--- config.mk ---
export PLATFORM = sky130hd
export DESIGN_NAME = mean_unit
export DESIGN_NICKNAME = d
export VERILOG_FILES = /design/src/avg_pkg.sv /design/src/sample_accum.sv /design/src/seq_divider.sv /design/src/mean_round.sv /design/src/mean_unit.sv
export SDC_FILE = /design/constraint.sdc
export NUM_CORES = 1
export LEC_CHECK = 0
export BUFFER_PORTS_ARGS = -buffer_cell sky130_fd_sc_hd__buf_2
export CAP_MARGIN = 40
export CELL_PAD_IN_SITES_DETAIL_PLACEMENT = 0
export CELL_PAD_IN_SITES_GLOBAL_PLACEMENT = 1
export CORE_ASPECT_RATIO = 1.4
export CORE_UTILIZATION = 49
export CTS_CLUSTER_SIZE = 25
export DETAILED_ROUTE_END_ITERATION = 7
export GPL_TIMING_DRIVEN = 0
export MAX_ROUTING_LAYER = met4
export PLACE_DENSITY = 0.77
export SLEW_MARGIN = 10
export SYNTH_ARGS = -nofsm -noshare
export SYNTH_HDL_FRONTEND = slang
export SYNTH_SLANG_ARGS = --single-unit
--- constraint.sdc ---
create_clock -name clk -period 3.51 [get_ports clk]
set_clock_uncertainty 0.1 [all_clocks]
set_input_delay 0.351 -clock clk [delete_from_list [all_inputs] [get_ports clk]]
set_output_delay 0.351 -clock clk [all_outputs]
set_load 0.03 [all_outputs]
--- src/avg_pkg.sv ---
package avg_pkg;

	// ========================================
	// widths
	// ========================================

	// raw sample and mean width
	localparam int SAMPLE_W = 8;
	// window length counter, 15 samples max
	localparam int COUNT_W = 4;
	// sum of up to 15 full-scale samples
	localparam int SUM_W = 12;
	// divider runs at the sum width
	localparam int DIV_W = SUM_W;
	// iteration index, must hold DIV_W + 1
	localparam int DIV_IDX_W = 4;

	// ========================================
	// vector types
	// ========================================

	typedef logic [SAMPLE_W-1:0]  sample_t;
	typedef logic [COUNT_W-1:0]   count_t;
	typedef logic [SUM_W-1:0]     sum_t;
	typedef logic [DIV_IDX_W-1:0] div_idx_t;

	// divider fsm
	typedef enum logic [1:0]
	{
		st_idle,
		st_op,
		st_last,
		st_done
	} div_state_t;

	// ========================================
	// stage payloads
	// ========================================

	// accumulator to divider
	typedef struct packed
	{
		sum_t   sum;
		count_t count;
	} div_req_t;

	// divider to rounding stage, count rides along as sideband
	typedef struct packed
	{
		sum_t   quo;
		sum_t   rmd;
		count_t count;
	} div_res_t;

	// final mean
	typedef struct packed
	{
		sample_t mean;
		count_t  count;
	} mean_res_t;

endpackage

--- src/sample_accum.sv ---
`timescale 1ns/1ps

module sample_accum
	import avg_pkg::*;
(
	input  logic     clk,
	input  logic     reset,
	input  logic     sample_valid,
	input  sample_t  sample,
	input  logic     window_close,
	input  logic     div_ready,
	output logic     req_valid,
	output div_req_t div_req,
	output logic     overrun
);

	// running window state
	sum_t   sum_reg;
	count_t count_reg;
	// window state including this cycle's sample
	sum_t   sum_now;
	count_t count_now;
	logic   take;
	logic   non_empty;
	logic   load;

	// ========================================
	// sample intake
	// ========================================

	always_comb
	begin
		// refuse samples once 15 are held
		take = sample_valid && (count_reg != {COUNT_W{1'b1}});
		sum_now = sum_reg;
		count_now = count_reg;
		if (take)
		begin
			sum_now = sum_reg + SUM_W'(sample);
			count_now = count_reg + 1'b1;
		end
		// a same-cycle sample belongs to the closing window
		non_empty = (count_now != '0);
		// slot free, so the window becomes the pending request
		load = window_close && non_empty && !req_valid;
	end

	// ========================================
	// window and request control
	// ========================================

	always_ff @(posedge clk, posedge reset)
	begin
		if (reset)
		begin
			sum_reg <= '0;
			count_reg <= '0;
			req_valid <= 1'b0;
			overrun <= 1'b0;
		end
		else
		begin
			// slot still busy, this window is dropped
			overrun <= window_close && non_empty && req_valid;
			// restart from zero after any close
			if (window_close)
			begin
				sum_reg <= '0;
				count_reg <= '0;
			end
			else
			begin
				sum_reg <= sum_now;
				count_reg <= count_now;
			end
			// hold until the divider takes it
			if (load)
				req_valid <= 1'b1;
			else if (req_valid && div_ready)
				req_valid <= 1'b0;
		end
	end

	// pending request payload
	always_ff @(posedge clk)
	begin
		if (load)
			div_req <= '{sum: sum_now, count: count_now};
	end

endmodule

--- src/seq_divider.sv ---
`timescale 1ns/1ps

module seq_divider
	import avg_pkg::*;
(
	input  logic     clk,
	input  logic     reset,
	input  logic     start,
	input  div_req_t div_req,
	output logic     ready,
	output logic     done_tick,
	output div_res_t div_res
);

	div_state_t state_reg;
	// partial remainder in the high half of the shift pair
	sum_t       rh_reg;
	// takes the dividend and collects quotient bits
	sum_t       rl_reg;
	sum_t       d_reg;
	// sample count kept for the rounding stage
	count_t     cnt_reg;
	div_idx_t   n_reg;
	div_idx_t   n_next;
	sum_t       rh_tmp;
	logic       q_bit;

	// ========================================
	// compare and subtract
	// ========================================

	always_comb
	begin
		if (rh_reg >= d_reg)
		begin
			rh_tmp = rh_reg - d_reg;
			q_bit = 1'b1;
		end
		else
		begin
			rh_tmp = rh_reg;
			q_bit = 1'b0;
		end
		// index counts down toward last
		n_next = n_reg - 1'b1;
	end

	// ========================================
	// fsm and index
	// ========================================

	always_ff @(posedge clk, posedge reset)
	begin
		if (reset)
		begin
			state_reg <= st_idle;
			n_reg <= '0;
		end
		else
		begin
			case (state_reg)
				st_idle:
				begin
					if (start)
					begin
						// first op step only brings in the dividend msb
						n_reg <= DIV_IDX_W'(DIV_W + 1);
						state_reg <= st_op;
					end
				end
				st_op:
				begin
					n_reg <= n_next;
					if (n_next == div_idx_t'(1))
						state_reg <= st_last;
				end
				st_last:
					state_reg <= st_done;
				st_done:
					state_reg <= st_idle;
				default:
					state_reg <= st_idle;
			endcase
		end
	end

	// ========================================
	// datapath
	// ========================================

	always_ff @(posedge clk)
	begin
		case (state_reg)
			st_idle:
			begin
				if (start)
				begin
					rh_reg <= '0;
					rl_reg <= div_req.sum;
					// count zero-extended as divisor
					d_reg <= SUM_W'(div_req.count);
					cnt_reg <= div_req.count;
				end
			end
			st_op:
			begin
				// pair shifts left as the quotient bit enters at the bottom
				rl_reg <= {rl_reg[DIV_W-2:0], q_bit};
				rh_reg <= {rh_tmp[DIV_W-2:0], rl_reg[DIV_W-1]};
			end
			st_last:
			begin
				// final compare with no dividend bits left to pull in
				rl_reg <= {rl_reg[DIV_W-2:0], q_bit};
				rh_reg <= rh_tmp;
			end
			default:
				;
		endcase
	end

	// handshake is straight from the state
	assign ready = (state_reg == st_idle);
	assign done_tick = (state_reg == st_done);
	assign div_res = '{quo: rl_reg, rmd: rh_reg, count: cnt_reg};

endmodule

--- src/mean_round.sv ---
`timescale 1ns/1ps

module mean_round
	import avg_pkg::*;
(
	input  logic      clk,
	input  logic      reset,
	input  logic      div_done,
	input  div_res_t  div_res,
	output logic      result_valid,
	output mean_res_t result
);

	logic round_up;
	sum_t mean_wide;

	// ========================================
	// round half up
	// ========================================

	always_comb
	begin
		// 2*rmd >= count, one extra bit so the doubling cannot wrap
		round_up = {div_res.rmd, 1'b0} >= (SUM_W + 1)'(div_res.count);
		mean_wide = div_res.quo + SUM_W'(round_up);
	end

	// strobe follows div_done by one edge
	always_ff @(posedge clk, posedge reset)
	begin
		if (reset)
			result_valid <= 1'b0;
		else
			result_valid <= div_done;
	end

	// mean of 8-bit samples never exceeds 255, low byte is enough
	always_ff @(posedge clk)
	begin
		if (div_done)
			result <= '{mean: mean_wide[SAMPLE_W-1:0], count: div_res.count};
	end

endmodule

--- src/mean_unit.sv ---
`timescale 1ns/1ps

module mean_unit
	import avg_pkg::*;
(
	input  logic      clk,
	input  logic      reset,
	input  logic      sample_valid,
	input  sample_t   sample,
	input  logic      window_close,
	output logic      result_valid,
	output mean_res_t result,
	output logic      overrun
);

	// accumulator to divider
	logic     req_valid;
	logic     div_ready;
	div_req_t div_req;
	// divider to rounding
	logic     div_done;
	div_res_t div_res;

	// windows in, one pending request out
	sample_accum u_accum (
		.clk          (clk),
		.reset        (reset),
		.sample_valid (sample_valid),
		.sample       (sample),
		.window_close (window_close),
		.div_ready    (div_ready),
		.req_valid    (req_valid),
		.div_req      (div_req),
		.overrun      (overrun)
	);

	// sum / count, one bit per clock
	seq_divider u_div (
		.clk       (clk),
		.reset     (reset),
		.start     (req_valid),
		.div_req   (div_req),
		.ready     (div_ready),
		.done_tick (div_done),
		.div_res   (div_res)
	);

	// nearest-integer mean
	mean_round u_round (
		.clk          (clk),
		.reset        (reset),
		.div_done     (div_done),
		.div_res      (div_res),
		.result_valid (result_valid),
		.result       (result)
	);

endmodule

# Word-level counts from Yosys, hierarchy flattened
# Cells that the tools add are included.
# word_totals
out_inout_bits	14
regBits	81
# classes
n_mux	17
n_eq_ne	8
add_sub_neg	5
n_lt_le_gt_ge	2
n_reduce_logical	19
# op_table
operator	count
12-bit two-way mux	5
12-bit one-hot mux with 3 select lines	1
12-bit one-hot mux with 2 select lines	1
13-bit by 4-bit greater-or-equal comparator with 1-bit output	1
12-bit by 8-bit adder with 12-bit output	1
12-bit by 4-bit greater-or-equal comparator with 1-bit output	1
4-bit two-way mux	3
12-bit by 4-bit subtractor with 12-bit output	1
2-bit AND reduction	5
8-bit by 1-bit adder with 8-bit output	1
2-bit one-hot mux with 4 select lines	1
4-bit one-hot mux with 2 select lines	1
2-bit nonzero test	3
1-bit logical AND	5
4-bit by 1-bit adder with 4-bit output (second input constant)	1
2-bit equality test (second input constant)	2
4-bit by 1-bit equality test with 1-bit output (second input constant)	1
2-bit two-way mux	2
2-bit by 1-bit != test with 1-bit output (second input constant)	2
4-bit != test (second input constant)	1
4-bit nonzero test	1
4-bit by 1-bit subtractor with 4-bit output (second input constant)	1
1-bit two-way mux	3
3-bit AND reduction	1
6 further kinds	6

# Logic depth before layout (Yosys ltp)
# logic_depth
depth_word	7
ltp_mapped	11
ltp_nobuf	11

# Hierarchy
# From an unflattened synthesis, not the netlist that was laid out.
# hier_totals
hier_cells	372
area_unflattened_um2	4383.0
# modules_own_cells
mod	area_each_um2	seq_area_each_um2	cells_per_inst	instances
seq_divider	1991.9	991.0	174	1
sample_accum	1789.2	930.9	156	1
mean_round	601.8	385.4	42	1

# Least setup slack after synthesis
# Ideal clock, no wire load.
# synth_path
path_type	register to register
from	reg u_div.rh_reg[6]
to	reg u_round.result[10] (netlist name)
setup_slack_ns	0.913
t_required_ns	3.150
setup_time_ns	0.260
t_arrival_ns	2.237
path_stages_with_launch	11
path_cell_list	edfxtp_1 > or4_4 > buf_6 > or2_1 > nor4_1 > nand2_1 > ha_1 > ha_1 > nand3_1 > nor2_1 > xor2_1
# synth_via
elab_chain_len	2
# synth_rtl
item	line_no	text
start, declared	seq_divider.sv:17	sum_t rh_reg;
start signal, assigned	seq_divider.sv:109	rh_reg <= {rh_tmp[DIV_W-2:0], rl_reg[DIV_W-1]};
start signal, assigned	seq_divider.sv:115	rh_reg <= rh_tmp;
13-bit by 4-bit greater-or-equal comparator with 1-bit output	mean_round.sv:24	round_up = {div_res.rmd, 1'b0} >= (SUM_W + 1)'(div_res.count);
8-bit by 1-bit adder with 8-bit output	mean_round.sv:25	mean_wide = div_res.quo + SUM_W'(round_up);
named net u_round.mean_wide[6]	mean_round.sv:15	sum_t mean_wide;
# The timed path passes the listed nets, and every way through them passes these cells.
# A chain may end at the register's enable or synchronous reset.

# Worst setup path after layout
# layout_path
from	reg u_div.rh_reg[5]
to	reg u_round.result[10] (netlist name)
# layout_via
elab_chain_len	2
# layout_rtl
item	line_no
13-bit by 4-bit greater-or-equal comparator with 1-bit output	mean_round.sv:24
8-bit by 1-bit adder with 8-bit output	mean_round.sv:25
named net u_round.mean_wide[6]	mean_round.sv:15
# The timed path passes the listed nets, and every way through them passes these cells.

==> impl_metrics.py <==
metrics = {
    "floorplan": {
        "rows": 40,
        "initial_core_util_pct": 50.9,
        "dieArea_sq_um": 9380,
        "dieWidth_um": 82.1,
        "fp.dieH_um": 114,
        "io_pins": 26,
        "core_area_sq_um": 8660,
    },
    "clock_network": {
        "path_clk_slew_ns": 0.06,
        "htreeDepth": 3,
        "cts_tree": "built",
        "cts_buffer_depth": 2,
        "root_buffer": "clkbuf_16",
        "clkSinkCount": 81,
        "cts-resized-gates": 0,
        "numCtsBuffers": 9,
        "ctsHoldBuffers": 1,
        "post_cts_buffers": 0,
        "clk_latency_ns": 0.33,
    },
    "logic_synthesis": {
        "synth_fa_ha_area_share_pct": 7.73,
        "synth_top_cells_by_count": "edfxtp_1, nor2_1, dfrtp_1, nand2_1, nand3_1",
        "syn_nets": 428,
        "yosysMostFrequentCell": "edfxtp_1",
        "synth_cells": 390,
        "syn_area_sq_um": 4400,
        "synthTopCellsByArea": "edfxtp_1, dfrtp_1, ha_1",
        "synth_edf_count": 56,
        "synthArstFlopShare_pct": 30.9,
        "ys_types": 57,
        "synth_mux_area_share_pct": 6.99,
        "yosys_most_used_dff": "edfxtp_1",
        "synthSimpleGateAreaFrac_pct": 15.5,
        "netlist.area_leader.share_pct": 38.2,
        "synth-compound-area-share_pct": 11.3,
        "synth-xor-area-share_pct": 3.38,
        "synth.largest_area_cell": "edfxtp_1",
        "ys_seq_area_share_pct": 52.4,
        "synth_top_family_by_area": "simple AND/OR/NAND/NOR gates",
        "yosysWarnings": 0,
        "synth-seq-cells": 81,
        "avgSynthCellArea_sq_um": 11.3,
    },
    "setup_path": {
        "critPathLaunchType": "register",
        "worstSetupPathType": "register to register",
        "crit_path_max_fanout": 7,
        "reg2reg_depth": 10,
        "endpoint": "u_round.result[10]$_DFFE_PP_",
        "cp.arrival_ns": 2.92,
        "cp_common_cell": "ha_1",
        "cp_slowest_cell": "or4_4",
        "path_cells": "or4_4, buf_6, or2_1, nor4_1, nand2_1, ha_1, ha_1, nand3_1, nor2_1, xor2_1",
        "crit_start": "u_div.rh_reg[5]$_DFFE_PP_",
        "reg2reg_slack_ns": 0.57,
        "endpoint_kind": "register",
        "worst_r2r_endpoint": "u_round.result[10]$_DFFE_PP_",
        "max_stage_delay_ns": 0.51,
        "r2r-start": "u_div.rh_reg[5]$_DFFE_PP_",
        "required_ns": 3.49,
    },
    "detailed_routing": {
        "vias_per_cell": 5.59,
        "routedWlPerCell_um": 15.7,
        "drtIter0Drc": 137,
        "firstDrtPassIters": 4,
        "ant_nets": 0,
        "wl_met1_um": 3640,
        "wl_met2_um": 4470,
        "route.met3.wl_um": 162,
        "drc": 0,
        "vias": 3021,
        "topRoutingLayerUsed": "met4",
        "routed_wl_um": 8460,
    },
    "timing": {
        "whs_ns": 0.308,
        "hold_violations": 0,
        "slew_violations": 0,
        "setup_tns_ns": 0,
        "period_needed_ns": 2.94,
        "worst_pin_slew_ns": 0.699,
        "rsz0062_at_grt": "no",
        "min_period_over_period_pct": 83.7,
        "fmax_mhz": 340,
        "relSlewSlack_pct": 53.4,
        "finalSetupViolCount": 0,
    },
    "power_and_ir_drop": {
        "p_clk_share_pct": 18.7,
        "pwr_density_cell_nw_per_um2": 893,
        "p_sw_share_pct": 38.3,
        "p_leak_nw": 2.03,
        "pwr-share-comb_pct": 42.6,
        "p_int_mw": 2.74,
        "p_switching_mw": 1.70,
        "p_seq_share_pct": 38.7,
        "vdd_drop_max_uv": 444,
    },
    "grt": {
        "grt_first_pass_wirelength_um": 14200,
        "first_global_vias": 3016,
        "grt_use_total_pct": 20.7,
        "grt_max_degree": 16,
        "grt_remaining_overflow": 0,
        "antenna_found_initial": 0,
    },
    "placed_design": {
        "gp_congestion": 0.852,
        "dp_hpwl_um": 6510,
        "place_area_sq_um": 4700,
        "portBuffers": 25,
    },
    "layout": {
        "drive_gt1_share_pct": 15.9,
        "nFillCells": 759,
        "design_area_sq_um": 4980,
        "area_growth_pct": 13.0,
        "top_register": "u_accum.div_req",
        "nets": 468,
        "antenna-diode-count": 0,
        "largest_register_ffs": 16,
    },
    "min_path": {
        "holdPathStages": 3,
        "min_path_type": "input port to register",
    },
    "status": {
        "status": "complete, no violations",
    },
    "flow_run": {
        "cap_viol_max_count": 0,
    },
}
## cell usage in the layout, fill, tap and decap left out, types with 2 or more instances in the layout
cell type / instances
buf_2: 25
xor2_1: 8
fa_1: 2
buf_4: 2
mux2_2: 17
a211oi_1: 4
clkinvlp_4: 2
nor2_1: 28
o31a_1: 2
clkbuf_1: 11
nand3_1: 25
o21a_1: 4
ha_1: 24
o221ai_1: 3
nor3_1: 7
clkbuf_16: 9
or3_1: 6
a31oi_1: 4
nor3b_1: 2
xnor2_1: 9
mux2i_1: 9
and2_1: 3
nor3_2: 2
nand4_1: 3
a21boi_0: 2
nand2_1: 25
nor4_1: 2
a21o_1: 2
o22ai_1: 6
o21ai_0: 17
and3_1: 2
nor2b_1: 18
inv_1: 20
edfxtp_1: 56
a21oi_1: 18
o211ai_1: 2
dfrtp_1: 25
## how the worst min path moves through the flow
stage | start | end | slack [ns]
after floorplan | reset | u_accum.count_reg[0]$_DFF_PP0_ | 0.28
after global placement | u_accum.div_req[3]$_DFFE_PP_ | u_div.cnt_reg[3]$_DFFE_PP_ | 0.31
after detailed placement | reset | u_accum.count_reg[3]$_DFF_PP0_ | 0.31
after CTS | window_close | u_accum.sum_reg[11]$_DFF_PP0_ | 0.30
after global routing | window_close | u_accum.sum_reg[11]$_DFF_PP0_ | 0.33
final | window_close | u_accum.sum_reg[11]$_DFF_PP0_ | 0.31
## metal layers
metal	vias to the layer above	GRT usage [%]
met3	13	2.95
met5	-	-
met4	0	8.65
met2	42	34.8
met1	1447	24.4
li1	1519	-
## power groups by stage
stage                     Sequential (mW)  Clock (mW)  Combinational, mW
after global routing                 1.75       0.888               2.11
after CTS                            1.72       0.849               1.92
after global placement               1.74           0               1.85
after detailed placement             1.74           0               1.91
final                                1.72       0.831               1.89
after floorplan                      1.82           0               1.33
## worst max-delay path: cells and delay by family (launching register included)
| family | cells | cell delay (ns) |
|---|---|---|
| xor+xnor | 1 | 0.14 |
| fa+ha+maj | 2 | 0.44 |
| buf+inv | 1 | 0.15 |
| flops | 1 | 0.48 |
| simple gates | 6 | 1.37 |
## logic make-up after synthesis
kind of cell / Yosys count
DFF: 81
adders and majority gates: 26
muxes: 28
buffers and inverters: 31
AOI/OAI and AO/OA: 76
and+or+nand+nor: 131
xor gates and xnor gates: 17
## per-stage QoR
stage	cells	setup slack [ns]	utilization, %	total power, mW
4_1_cts	540	0.547	57.5	4.49
2_1_floorplan	390	0.913	-	3.15
5_1_grt	540	0.448	57.5	4.75
6_report	540	0.570	57.5	4.44
3_5_place_dp	523	0.563	54.3	3.65
3_3_place_gp	520	0.583	53.8	3.59
## final cells by class
| type | instances | area (sq um) | area share (%) |
|---|---|---|---|
| buffer | 11 | 48.8 | 0.980 |
| multi-input combinational | 278 | 1970 | 39.6 |
| tap | 105 | 131 | 2.64 |
| clock buffer | 11 | 233 | 4.67 |
| timing repair buffer | 29 | 178 | 3.57 |
| clock inverter | 5 | 32.5 | 0.653 |
| sequential | 81 | 2310 | 46.3 |
| inverter | 20 | 75.1 | 1.51 |
Power figures use the tool's default switching activity.
